File: src/verilog/host_synch_settings.svh
/*
 * Constants shared by the host pointer snooper and its testbench.
 * Include after `default_nettype and before the module that uses them.
 */
`ifndef HOST_SYNCH_SETTINGS_SVH
`define HOST_SYNCH_SETTINGS_SVH

////////////////////////////////////////
// TLP header codes
////////////////////////////////////////
`define MEM_WR32_FMT_TYPE 7'b10_00000   // 3DW header, with data, MWr
`define MEM_WR64_FMT_TYPE 7'b11_00000   // 4DW header, with data, MWr
`define PAYLOAD_DW        10'd2         // length field, one 64-bit pointer

////////////////////////////////////////
// BAR2 register map
////////////////////////////////////////
`define SYNCH_BAR         2             // index into trn_rbar_hit_n
`define SW_PTR_OFFSET     6'd0          // dword offset, software pointer
`define CTRL_OFFSET       6'd2          // dword offset, control (bit 0 = intr enable)

// cycles a pointer mismatch must last before an interrupt request
`define INTR_HOLDOFF      16

`endif

File: src/verilog/host_synch_pkg.sv
/*
 * Types for the host pointer snooper: TRN beat, ring pointer, TLP fmt/type
 * and BAR2 dword offset. Modules import it inside their bodies.
 */
`default_nettype none

package host_synch_pkg;

    // one beat of the 64-bit TRN receive stream
    // header dword 0 sits in [63:32], dword 1 in [31:0]
    typedef logic [63:0] trn_data_t;

    // ring pointer, device byte order
    // low half is payload dword 0 after byte reversal
    typedef logic [63:0] pointer_t;

    // fmt[1:0] and type[4:0] of a TLP header, bits 30:24 of dword 0
    typedef logic [6:0] fmt_type_t;

    // dword offset within BAR2, address bits 7:2
    typedef logic [5:0] reg_offset_t;

endpackage

`default_nettype wire

File: src/verilog/host_synch_top.sv
/*
 * Host pointer snooper top: decoder, BAR2 registers and interrupt generator.
 * Sits beside the real TRN receive sink and only observes the stream.
 */
`default_nettype none

module host_synch_top (
    input  wire                         trn_clk,
    input  wire                         reset,
    input  wire host_synch_pkg::trn_data_t trn_rd,
    input  wire [7:0]                   trn_rrem_n,
    input  wire                         trn_rsof_n,
    input  wire                         trn_reof_n,
    input  wire                         trn_rsrc_rdy_n,
    input  wire                         trn_rsrc_dsc_n,
    input  wire [6:0]                   trn_rbar_hit_n,
    input  wire                         trn_rdst_rdy_n,
    input  wire host_synch_pkg::pointer_t hw_pointer,
    input  wire                         intr_ready,
    output host_synch_pkg::pointer_t    sw_pointer,
    output logic                        intr_enable,
    output logic                        intr_valid
);
    import host_synch_pkg::*;

    logic        wr_valid;              // decoded register write strobe
    reg_offset_t wr_offset;
    pointer_t    wr_data;               // already in device byte order
    logic        sw_ptr_wr;             // pointer register written

    mem_wr_decoder u_decoder (
        .trn_clk        (trn_clk),
        .reset          (reset),
        .trn_rd         (trn_rd),
        .trn_rrem_n     (trn_rrem_n),
        .trn_rsof_n     (trn_rsof_n),
        .trn_reof_n     (trn_reof_n),
        .trn_rsrc_rdy_n (trn_rsrc_rdy_n),
        .trn_rsrc_dsc_n (trn_rsrc_dsc_n),
        .trn_rbar_hit_n (trn_rbar_hit_n),
        .trn_rdst_rdy_n (trn_rdst_rdy_n),
        .wr_valid       (wr_valid),
        .wr_offset      (wr_offset),
        .wr_data        (wr_data)
    );

    pointer_regs u_regs (
        .trn_clk     (trn_clk),
        .reset       (reset),
        .wr_valid    (wr_valid),
        .wr_offset   (wr_offset),
        .wr_data     (wr_data),
        .sw_pointer  (sw_pointer),
        .intr_enable (intr_enable),
        .sw_ptr_wr   (sw_ptr_wr)
    );

    synch_intr_gen u_intr_gen (
        .trn_clk     (trn_clk),
        .reset       (reset),
        .hw_pointer  (hw_pointer),
        .sw_pointer  (sw_pointer),
        .intr_enable (intr_enable),
        .sw_ptr_wr   (sw_ptr_wr),
        .intr_ready  (intr_ready),
        .intr_valid  (intr_valid)
    );

endmodule

`default_nettype wire

File: src/verilog/mem_wr_decoder.sv
/*
 * Snoops the TRN receive stream for 3DW/4DW memory writes to BAR2 with a
 * two-dword payload and emits one byte-swapped register write per TLP.
 * Never drives trn_rdst_rdy_n, so it only sees beats the real sink accepts.
 */
`default_nettype none
`include "host_synch_settings.svh"

module mem_wr_decoder (
    input  wire                         trn_clk,
    input  wire                         reset,
    input  wire host_synch_pkg::trn_data_t trn_rd,
    input  wire [7:0]                   trn_rrem_n,
    input  wire                         trn_rsof_n,
    input  wire                         trn_reof_n,
    input  wire                         trn_rsrc_rdy_n,
    input  wire                         trn_rsrc_dsc_n,
    input  wire [6:0]                   trn_rbar_hit_n,
    input  wire                         trn_rdst_rdy_n,
    output logic                        wr_valid,
    output host_synch_pkg::reg_offset_t wr_offset,
    output host_synch_pkg::pointer_t    wr_data
);
    import host_synch_pkg::*;

    typedef enum logic [4:0] {
        idle   = 5'b00001,              // waiting for sof
        addr32 = 5'b00010,              // 3DW address beat, carries dw0
        data32 = 5'b00100,              // 3DW last beat, dw1 in upper half
        addr64 = 5'b01000,              // 4DW address beat
        data64 = 5'b10000               // 4DW last beat, both dwords
    } state_t;

    state_t      state;
    fmt_type_t   fmt_type;              // header fmt/type field
    logic        xfer;                  // beat accepted by the sink
    logic        abort;                 // discontinue from source
    logic        hdr_hit;               // sof beat on BAR2, 2DW payload
    logic        last32_ok;             // clean end of a 3DW write
    logic        last64_ok;             // clean end of a 4DW write
    reg_offset_t offs;                  // held between address and data beat
    logic [31:0] dw0_swap;              // 3DW payload dw0, already swapped

    // host sends dwords big end first on the wire
    function automatic logic [31:0] byte_swap(input logic [31:0] dw);
        byte_swap = {dw[7:0], dw[15:8], dw[23:16], dw[31:24]};
    endfunction

    assign xfer      = !trn_rsrc_rdy_n && !trn_rdst_rdy_n;
    assign abort     = !trn_rsrc_dsc_n;
    assign fmt_type  = trn_rd[62:56];
    assign hdr_hit   = !trn_rsof_n && !trn_rbar_hit_n[`SYNCH_BAR] &&
                       (trn_rd[41:32] == `PAYLOAD_DW);      // length field
    assign last32_ok = !trn_reof_n && !trn_rrem_n[4];       // upper dword valid
    assign last64_ok = !trn_reof_n && (trn_rrem_n == 8'h00); // full beat

    ////////////////////////////////////////
    // control FSM
    ////////////////////////////////////////
    always_ff @(posedge trn_clk) begin
        if (reset) begin
            state    <= idle;
            wr_valid <= 1'b0;
        end else begin
            wr_valid <= 1'b0;                           // strobe
            if (abort) begin
                state <= idle;                          // drop partial TLP
            end else if (xfer) begin
                case (state)
                    idle: begin
                        if (hdr_hit && fmt_type == `MEM_WR32_FMT_TYPE) begin
                            state <= addr32;
                        end else if (hdr_hit && fmt_type == `MEM_WR64_FMT_TYPE) begin
                            state <= addr64;
                        end                             // others skipped till next sof
                    end
                    addr32: state <= trn_reof_n ? data32 : idle;    // early eof
                    addr64: state <= trn_reof_n ? data64 : idle;
                    data32: begin
                        state    <= idle;
                        wr_valid <= last32_ok;
                    end
                    data64: begin
                        state    <= idle;
                        wr_valid <= last64_ok;
                    end
                    default: state <= idle;             // illegal one-hot
                endcase
            end
        end
    end

    ////////////////////////////////////////
    // offset and payload capture
    ////////////////////////////////////////
    always_ff @(posedge trn_clk) begin
        if (xfer) begin
            case (state)
                addr32: begin
                    offs     <= trn_rd[39:34];          // addr bits 7:2 of dw2
                    dw0_swap <= byte_swap(trn_rd[31:0]);
                end
                addr64: offs <= trn_rd[7:2];            // low addr dword
                data32: begin
                    wr_offset <= offs;
                    wr_data   <= {byte_swap(trn_rd[63:32]), dw0_swap};
                end
                data64: begin
                    wr_offset <= offs;
                    wr_data   <= {byte_swap(trn_rd[31:0]), byte_swap(trn_rd[63:32])};
                end
                default: ;
            endcase
        end
    end

endmodule

`default_nettype wire

File: src/verilog/pointer_regs.sv
/*
 * BAR2 register block: software ring pointer and control register.
 * Written only by the decoder; writes to unmapped offsets are dropped.
 */
`default_nettype none
`include "host_synch_settings.svh"

module pointer_regs (
    input  wire                         trn_clk,
    input  wire                         reset,
    input  wire                         wr_valid,
    input  wire host_synch_pkg::reg_offset_t wr_offset,
    input  wire host_synch_pkg::pointer_t wr_data,
    output host_synch_pkg::pointer_t    sw_pointer,
    output logic                        intr_enable,
    output logic                        sw_ptr_wr
);
    import host_synch_pkg::*;

    localparam reg_offset_t sw_ptr_offs = `SW_PTR_OFFSET;
    localparam reg_offset_t ctrl_offs   = `CTRL_OFFSET;

    logic sel_sw_ptr;                   // write hits pointer register
    logic sel_ctrl;                     // write hits control register

    assign sel_sw_ptr = wr_valid && (wr_offset == sw_ptr_offs);
    assign sel_ctrl   = wr_valid && (wr_offset == ctrl_offs);

    ////////////////////////////////////////
    // register file
    ////////////////////////////////////////
    always_ff @(posedge trn_clk) begin
        if (reset) begin
            sw_pointer  <= '0;
            intr_enable <= 1'b0;
            sw_ptr_wr   <= 1'b0;
        end else begin
            sw_ptr_wr <= sel_sw_ptr;                    // lines up with new value
            if (sel_sw_ptr) begin
                sw_pointer <= wr_data;                  // full 64 bits at once
            end
            if (sel_ctrl) begin
                intr_enable <= wr_data[0];              // other bits reserved
            end
        end
    end

endmodule

`default_nettype wire

File: src/verilog/synch_intr_gen.sv
/*
 * Raises an interrupt request when the hardware and software pointers stay
 * apart for the holdoff time. One request per software pointer update.
 */
`default_nettype none
`include "host_synch_settings.svh"

module synch_intr_gen (
    input  wire                         trn_clk,
    input  wire                         reset,
    input  wire host_synch_pkg::pointer_t hw_pointer,
    input  wire host_synch_pkg::pointer_t sw_pointer,
    input  wire                         intr_enable,
    input  wire                         sw_ptr_wr,
    input  wire                         intr_ready,
    output logic                        intr_valid
);

    localparam int unsigned holdoff = `INTR_HOLDOFF;
    localparam int unsigned cnt_w   = $clog2(holdoff + 1);
    localparam logic [cnt_w-1:0] cnt_max = cnt_w'(holdoff);

    logic [cnt_w-1:0] holdoff_cnt;      // cycles of continuous mismatch
    logic             armed;            // cleared after a served request
    logic             out_of_step;      // pointers differ, may count
    logic             fire;             // holdoff expired this cycle
    logic             handshake;        // request taken by the sink

    assign out_of_step = intr_enable && armed && !intr_valid &&
                         (hw_pointer != sw_pointer);
    assign fire        = out_of_step && (holdoff_cnt == cnt_max);
    assign handshake   = intr_valid && intr_ready;

    ////////////////////////////////////////
    // holdoff counter
    ////////////////////////////////////////
    always_ff @(posedge trn_clk) begin
        if (reset) begin
            holdoff_cnt <= '0;
        end else if (!out_of_step) begin
            holdoff_cnt <= '0;                          // any gap restarts
        end else if (holdoff_cnt != cnt_max) begin
            holdoff_cnt <= holdoff_cnt + 1'b1;
        end
    end

    ////////////////////////////////////////
    // arm flag and request
    ////////////////////////////////////////
    always_ff @(posedge trn_clk) begin
        if (reset) begin
            armed      <= 1'b1;                         // first mismatch may fire
            intr_valid <= 1'b0;
        end else begin
            if (sw_ptr_wr) begin
                armed <= 1'b1;                          // fresh update re-arms
            end else if (handshake) begin
                armed <= 1'b0;
            end

            if (handshake) begin
                intr_valid <= 1'b0;
            end else if (fire) begin
                intr_valid <= 1'b1;                     // held until ready
            end
        end
    end

endmodule

`default_nettype wire
File: config.mk
export PLATFORM = sky130hd
export DESIGN_NAME = host_synch_top
export DESIGN_NICKNAME = d
export VERILOG_FILES = /design/src/verilog/host_synch_pkg.sv /design/src/verilog/host_synch_top.sv /design/src/verilog/mem_wr_decoder.sv /design/src/verilog/pointer_regs.sv /design/src/verilog/synch_intr_gen.sv
export VERILOG_INCLUDE_DIRS = /design/src /design/src/verilog
export SDC_FILE = /design/constraint.sdc
export NUM_CORES = 1
export LEC_CHECK = 0
export ABC_AREA = 0
export BUFFER_PORTS_ARGS = -buffer_cell sky130_fd_sc_hd__buf_4
export CORE_MARGIN = 2
export CORE_UTILIZATION = 52
export DETAILED_ROUTE_END_ITERATION = 10
export PLACE_DENSITY = 0.79
export SLEW_MARGIN = 25
export SYNTH_ARGS = -nofsm -noshare
export SYNTH_HDL_FRONTEND = slang
export SYNTH_SLANG_ARGS = --single-unit
File: constraint.sdc
create_clock -name trn_clk -period 5.32 [get_ports trn_clk]
set_input_delay 0.798 -clock trn_clk [delete_from_list [all_inputs] [get_ports trn_clk]]
set_output_delay 0.798 -clock trn_clk [all_outputs]
set_load 0.005 [all_outputs]
==> flow_summary.yaml, run 1 <==
status:
  outcome: "finished, final reports clean"
sta:
  rsz0062_at_grt: "no"
  setup_viol: 0
  tightest_slew_ns: 0.985
  fin_tns_setup_ns: 0
  clock.fmax_mhz: 427
  timing.hold.ws_ns: 0.415
  fin_ws_ns: 2.98
  slew_viol_final: 0
  fin_skew_ns: 0.00966
  relSlewSlack_pct: 34.4
  period_minus_slack_ns: 2.34
  period_share_pct: 44.0
  final_hold_viol_count: 0
worst_setup_path:
  slowest_stage: "nor2_4"
  rr_worst_depth: 6
  cp-start-kind: "flip-flop"
  r2r_start: "u_decoder.wr_offset[0]$_DFFE_PN_"
  cp_max_fo: 33
  crit_arrival_ns: 2.69
  crit_chain: "nor4_1 -> nand3b_1 -> nor2_4 -> buf_4 -> nand2_1 -> a21oi_1"
  crit_type: "flip-flop to flip-flop"
  cpPeakStageDelay_ns: 0.64
  crit_required_ns: 5.66
  rr_endpoint: "u_regs.sw_pointer[28]$_SDFFE_PP0P_"
  endpoint_kind: "flip-flop"
  rrSetupSlack_ns: 2.98
synthesis:
  synth_area_leader_cell: "edfxtp_1"
  syn_inst: 655
  synth_edf_count: 108
  synth-main-ff-cell: "edfxtp_1"
  seq_area_frac_synth_pct: 61.9
  synth_seq_cells: 187
  synth_cell_types: 38
  synth-async-reset-ratio_pct: 0
  synth_top_area_share_pct: 41.6
  synth_area_per_cell_um2: 11.9
  synth_area_um2: 7790
  yosysWarningCount: 0
  ys_top_cells_by_area: "edfxtp_1, dfxtp_1, mux2_2"
  syn-num-nets: 808
cts:
  post_cts_buffers: 0
  cts_tree: "yes"
  cts_hold_buf: 0
  clk_latency_ns: 0.43
  cts_buffers: 17
  clockBufferDepth: 2
  htreeDepth: 4
  ctsResizeCount: 0
  cts-root-buf: "clkbuf_16"
  clock_sinks: 187
  clkTransAtPathRegs_ns: 0.06
grt:
  grt_pass1_vias: 5661
  antenna_found_initial: 0
  grt_use_total_pct: 24.8
  gr-total-overflow: 0
  grt_first_pass_wirelength_um: 30300
  grt_max_degree: 72
placed_design:
  place_area_um2: 9490
  place_ws_ns: 2.59
  dp.cells: 1023
  finalWeightedCongestion: 0.899
  io_buffers: 210
  place_hpwl_um: 14100
route:
  first_pass_iters: 5
  drtAntennaViolNets: 0
  first_iter_violations: 434
  drc: 0
  drt_wl_total_um: 20000
  wire_per_inst_um: 18.9
  viasPerCell: 5.41
  vias: 5710
floorplan:
  start_util_pct: 53.4
  dieArea_um2: 16000
  rows: 44
  dieHeight_um: 126
  ios: 217
  fp.dieW_um: 126
  coreArea_um2: 14600
pwr:
  powerDensity_nw_per_um2: 282
  leakagePower_nw: 3.96
  ir_worst_vdd_uv: 238
  power_mw: 2.82
worst_hold_path:
  worstHoldPathCells: 1
  hp-start: "u_regs.sw_ptr_wr$_SDFF_PP0_"
  min-delay-path-class: "flip-flop to flip-flop"
  hold_end: "u_intr_gen.armed$_SDFFE_PP1P_"
layout:
  layout_commonest_cell: "buf_4"
  final_area_um2: 10000
  diodes: 0
  fin_util_pct: 68.7
  nets: 1011
  finalNonFillerCells: 1055
  final_cell_mix: "buf_4, nand2_1, edfxtp_1"
  syn_to_final_growth_pct: 28.5
  drive_above_1_share_pct: 36.3
run:
  drv_cap: 0
## power by group
part           leakage [nW]  switching (mW)  total (mW)  internal, mW
combinational          2.10          0.0627       0.152        0.0891
clock                 0.258           0.529        1.15         0.619
sequential             1.61    0.0000000230        1.52          1.52
total                  3.96           0.591        2.82          2.23
## registers in the layout, summed over array words and instances, names as in the netlist
register	count
u_decoder.wr_data	64
u_decoder.wr_valid	1
u_decoder.offs	6
u_regs.intr_enable	1
u_decoder.dw0_swap	32
u_regs.sw_pointer	64
u_decoder.wr_offset	6
u_intr_gen.intr_valid	1
u_intr_gen.holdoff_cnt	5
u_regs.sw_ptr_wr	1
u_intr_gen.armed	1
u_decoder.state	5
## metal layers
metal | share of wire [%] | vias up | wire length (um) | GRT usage, %
li1 | - | 2718 | - | -
met1 | 40 | 2759 | 8060 | 31.3
met2 | 51 | 194 | 10200 | 42.7
met3 | 6.1 | 39 | 1210 | 4.60
met4 | 2.3 | 0 | 463 | 9.50
met5 | 0 | - | 0 | 0
## layout make-up
class                   count  area, um2
repair buffers            214       1610
multi-input cells         433       2810
inverters                   5       18.8
well taps                 184        230
fillers                  1070       4570
clock inverters            12       73.8
clock buffers              20        458
flip-flops and latches    187       4820
## cell families (layout without fill, tap and decap cells)
| group | Yosys count | after routing | synth area share [%] |
|---|---|---|---|
| simple gates | 219 | 219 | 12.7 |
| flops | 187 | 187 | 61.9 |
| compound gates | 75 | 75 | 5.23 |
| xor+xnor | 70 | 70 | 7.87 |
| mux | 67 | 67 | 9.65 |
| buf+inv | 35 | 251 | 2.34 |
| fa+ha+maj | 2 | 2 | 0.321 |
## worst max path at each step
| stage | to | depth (start not counted) | startpoint |
|---|---|---|---|
| floorplan | u_decoder.dw0_swap[0]$_DFFE_PP_ | 3 | trn_rdst_rdy_n |
| global placement | u_intr_gen.intr_valid$_SDFFE_PP0P_ | 6 | hw_pointer[61] |
| detailed placement | u_intr_gen.intr_valid$_SDFFE_PP0P_ | 6 | hw_pointer[61] |
| CTS | u_regs.sw_pointer[28]$_SDFFE_PP0P_ | 6 | u_decoder.wr_offset[0]$_DFFE_PN_ |
| global route | u_regs.sw_pointer[28]$_SDFFE_PP0P_ | 6 | u_decoder.wr_offset[0]$_DFFE_PN_ |
| finish | u_regs.sw_pointer[28]$_SDFFE_PP0P_ | 6 | u_decoder.wr_offset[0]$_DFFE_PN_ |
## cells in the mapped netlist (all sizes together), types with 2 or more instances
| cell type | instances |
|---|---|
| a22oi | 2 |
| nand3b | 4 |
| nand4 | 4 |
| mux2i | 2 |
| xor2 | 67 |
| a21oi | 66 |
| dfxtp | 79 |
| nand2 | 152 |
| edfxtp | 108 |
| inv | 5 |
| o21ai | 2 |
| ha | 2 |
| xnor2 | 3 |
| nand3 | 4 |
| nand2b | 3 |
| nor4 | 25 |
| clkbuf | 14 |
| nor2 | 12 |
| buf | 16 |
| nor3 | 6 |
| mux2 | 65 |
## critical path: cells and delay by family (launching register included)
| kind | cells | cell delay, ns |
|---|---|---|
| DFF | 1 | 0.37 |
| and+or+nand+nor | 4 | 1.22 |
| buffers and inverters | 1 | 0.47 |
| AOI/OAI and AO/OA | 1 | 0.17 |
Note: power is estimated with default switching activity, not from simulation.
==> run 2, diff against run 1 <==
--- a/config.mk
+++ b/config.mk
@@ -6,12 +6,12 @@
 export SDC_FILE = /design/constraint.sdc
 export NUM_CORES = 1
 export LEC_CHECK = 0
-export ABC_AREA = 0
+export ABC_AREA = 1
 export BUFFER_PORTS_ARGS = -buffer_cell sky130_fd_sc_hd__buf_4
 export CORE_MARGIN = 2
-export CORE_UTILIZATION = 52
+export CORE_UTILIZATION = 48
 export DETAILED_ROUTE_END_ITERATION = 10
-export PLACE_DENSITY = 0.79
+export PLACE_DENSITY = 0.76
 export SLEW_MARGIN = 25
 export SYNTH_ARGS = -nofsm -noshare
 export SYNTH_HDL_FRONTEND = slang
==> constraint.sdc (replaced) <==
create_clock -name trn_clk -period 1.95 [get_ports trn_clk]
set_input_delay 0.2925 -clock trn_clk [delete_from_list [all_inputs] [get_ports trn_clk]]
set_output_delay 0.2925 -clock trn_clk [all_outputs]
set_load 0.005 [all_outputs]
==> flow_summary.yaml, run 2 <==
status:
  outcome: "finished, final reports clean"
floorplan:
  coreArea_um2: 16600
  start_util_pct: 49.4
  fp.dieW_um: 135
  dieArea_um2: 18200
  rows: 47
  dieHeight_um: 135
  ios: 217
synthesis:
  synth_cell_types: 31
  synth_common_cells: "nand2_1, nor2_1, inv_1, edfxtp_1, o21ai_0"
  synth_edf_count: 108
  synth_area_per_cell_um2: 8.42
  synth_top_area_share_pct: 39.4
  ys_top_cells_by_area: "edfxtp_1, dfxtp_1, nand2_1"
  synth-main-ff-cell: "edfxtp_1"
  yosysMostFrequentCell: "nand2_1"
  syn-num-nets: 1130
  synth-async-reset-ratio_pct: 0
  seq_area_frac_synth_pct: 58.7
  synth_seq_cells: 187
  synth_area_leader_cell: "edfxtp_1"
  synth_area_um2: 8230
  yosysWarningCount: 0
  syn_inst: 977
worst_hold_path:
  worstHoldPathCells: 2
  min-delay-path-class: "input port to flip-flop"
  hp-start: "reset"
  hold_end: "u_regs.sw_ptr_wr$_SDFF_PP0_"
cts:
  cts_hold_buf: 0
  clkTransAtPathRegs_ns: 0.07
  post_cts_buffers: 0
  ctsResizeCount: 0
  htreeDepth: 4
  cts-root-buf: "clkbuf_16"
  cts_tree: "yes"
  clock_sinks: 187
  clockBufferDepth: 2
  cts_buffers: 17
  clk_latency_ns: 0.43
worst_setup_path:
  crit_arrival_ns: 2.07
  crit_required_ns: 2.32
  rr_endpoint: "u_regs.sw_pointer[17]$_SDFFE_PP0P_"
  endpoint_kind: "flip-flop"
  rrSetupSlack_ns: 0.24
  rr_worst_depth: 6
  cp-start-kind: "flip-flop"
  cp_max_fo: 25
  r2r_start: "u_decoder.wr_offset[1]$_DFFE_PN_"
  crit_type: "flip-flop to flip-flop"
pwr:
  combPwrFrac_pct: 5.8
  intPower_mw: 6.59
  p_seq_share_pct: 49.6
  power_mw: 8.36
  clockPowerShare_pct: 44.6
  leakagePower_nw: 4.84
  ir_worst_vdd_uv: 637
  p_sw_mw: 1.77
  powerDensity_nw_per_um2: 777
  switching_share_pct: 21.2
sta:
  setup_viol: 0
  fin_skew_ns: 0.00840
  relSlewSlack_pct: 62.9
  period_minus_slack_ns: 1.71
  final_hold_viol_count: 0
  rsz0062_at_grt: "no"
  period_share_pct: 87.4
  tightest_slew_ns: 0.551
  clock.fmax_mhz: 586
  slew_viol_final: 0
  fin_ws_ns: 0.245
  timing.hold.ws_ns: 0.0378
route:
  drc: 0
  drtAntennaViolNets: 0
  viasPerCell: 4.84
  vias: 6862
  drt_wl_total_um: 20700
  first_pass_iters: 5
  first_iter_violations: 630
  wire_per_inst_um: 14.6
grt:
  grt_pass1_vias: 6577
  antenna_found_initial: 0
  grt_first_pass_wirelength_um: 32600
  gr-total-overflow: 0
  grt_use_total_pct: 23.6
  grt_max_degree: 76
layout:
  final_area_um2: 10800
  finalNonFillerCells: 1418
  syn_to_final_growth_pct: 30.8
  biggestRegsByFlops: "u_decoder.wr_data x64, u_regs.sw_pointer x64, u_decoder.dw0_swap x32"
  final_cell_mix: "buf_4, nand2_1, nor2_1"
  diodes: 0
  nets: 1338
  drive_above_1_share_pct: 22.8
  layout_commonest_cell: "buf_4"
placed_design:
  dp.cells: 1386
  place_area_um2: 10100
  io_buffers: 210
  place_ws_ns: 0.259
  place_hpwl_um: 15300
  finalWeightedCongestion: 0.831
run:
  drv_cap: 0
run 2: cell types whose count changed after synthesis, sizes merged, moves of 3 or more:
cell / previous run / this run
xor2: 67 / 10
a21oi: 66 / 85
nand2: 152 / 214
inv: 5 / 145
nand3b: 4 / 0
nor2: 12 / 163
buf: 16 / 21
o21ai: 2 / 110
mux2: 65 / 0
nand2b: 3 / 0
xnor2: 3 / 0
nor4: 25 / 3
run 2: how the worst max path moves through the flow:
stage                                                start                                  to  slack (ns)  cells after the start
after floorplan            u_decoder.state[0]$_SDFFE_PP1P_      u_decoder.wr_data[0]$_DFFE_PN_       -0.37                      4
after global placement                      trn_rdst_rdy_n     u_decoder.wr_data[54]$_DFFE_PN_        0.32                      5
after detailed placement  u_decoder.wr_offset[1]$_DFFE_PN_  u_regs.sw_pointer[21]$_SDFFE_PP0P_        0.26                      6
after CTS                 u_decoder.wr_offset[1]$_DFFE_PN_  u_regs.sw_pointer[21]$_SDFFE_PP0P_        0.23                      6
after global routing      u_decoder.wr_offset[1]$_DFFE_PN_  u_regs.sw_pointer[21]$_SDFFE_PP0P_        0.04                      6
final                     u_decoder.wr_offset[1]$_DFFE_PN_  u_regs.sw_pointer[17]$_SDFFE_PP0P_        0.24                      6
run 2: area by class of cell:
class                   count  area (um2)
multi-input cells         610        2740
clock inverters            15         209
fillers                  1429        5880
inverters                 145         544
flip-flops and latches    187        4830
clock buffers              17         425
well taps                 220         275
repair buffers            224        1740
run 2: worst max-delay path, stage by stage, from the launching register on:
cell	delay (ns)
edfxtp_1	0.40
nor3_2	0.27
nand2_4	0.22
inv_1	0.29
buf_4	0.30
nor2_1	0.07
nor2_1	0.10
run 2: per-stage QoR:
| stage | utilization, % | setup TNS [ns] |
|---|---|---|
| CTS | 64.7 | 0 |
| global placement | 60.9 | 0 |
| floorplan | - | -29.87 |
| detailed placement | 60.9 | 0 |
| finish | 64.7 | 0 |
| global route | 64.7 | 0 |
run 2: layer usage:
| metal | up-vias | track usage [%] | part of all wire (%) |
|---|---|---|---|
| li1 | 3543 | - | - |
| met1 | 3073 | 29.7 | 42 |
| met2 | 228 | 39.7 | 49 |
| met3 | 18 | 6.04 | 7.6 |
| met4 | 0 | 7.95 | 1.5 |
| met5 | - | 0 | 0 |
run 2: kinds of logic (layout without fill, tap and decap cells):
kind of cell / Yosys count / in the layout / synth area share [%]
and+or+nand+nor: 401 / 401 / 19.3
AOI/OAI and AO/OA: 197 / 197 / 12.1
DFF: 187 / 187 / 58.7
buffers and inverters: 180 / 401 / 8.59
xor gates and xnor gates: 10 / 10 / 1.06
adders and majority gates: 2 / 2 / 0.304
run 2: power groups by stage:
stage / logic, mW / registers (mW) / clock network, mW
2_1_floorplan: 0.176 / 4.24 / 0
3_3_place_gp: 0.476 / 4.24 / 0
3_5_place_dp: 0.487 / 4.24 / 0
4_1_cts: 0.491 / 4.15 / 3.77
5_1_grt: 0.546 / 4.15 / 3.94
6_report: 0.487 / 4.15 / 3.73
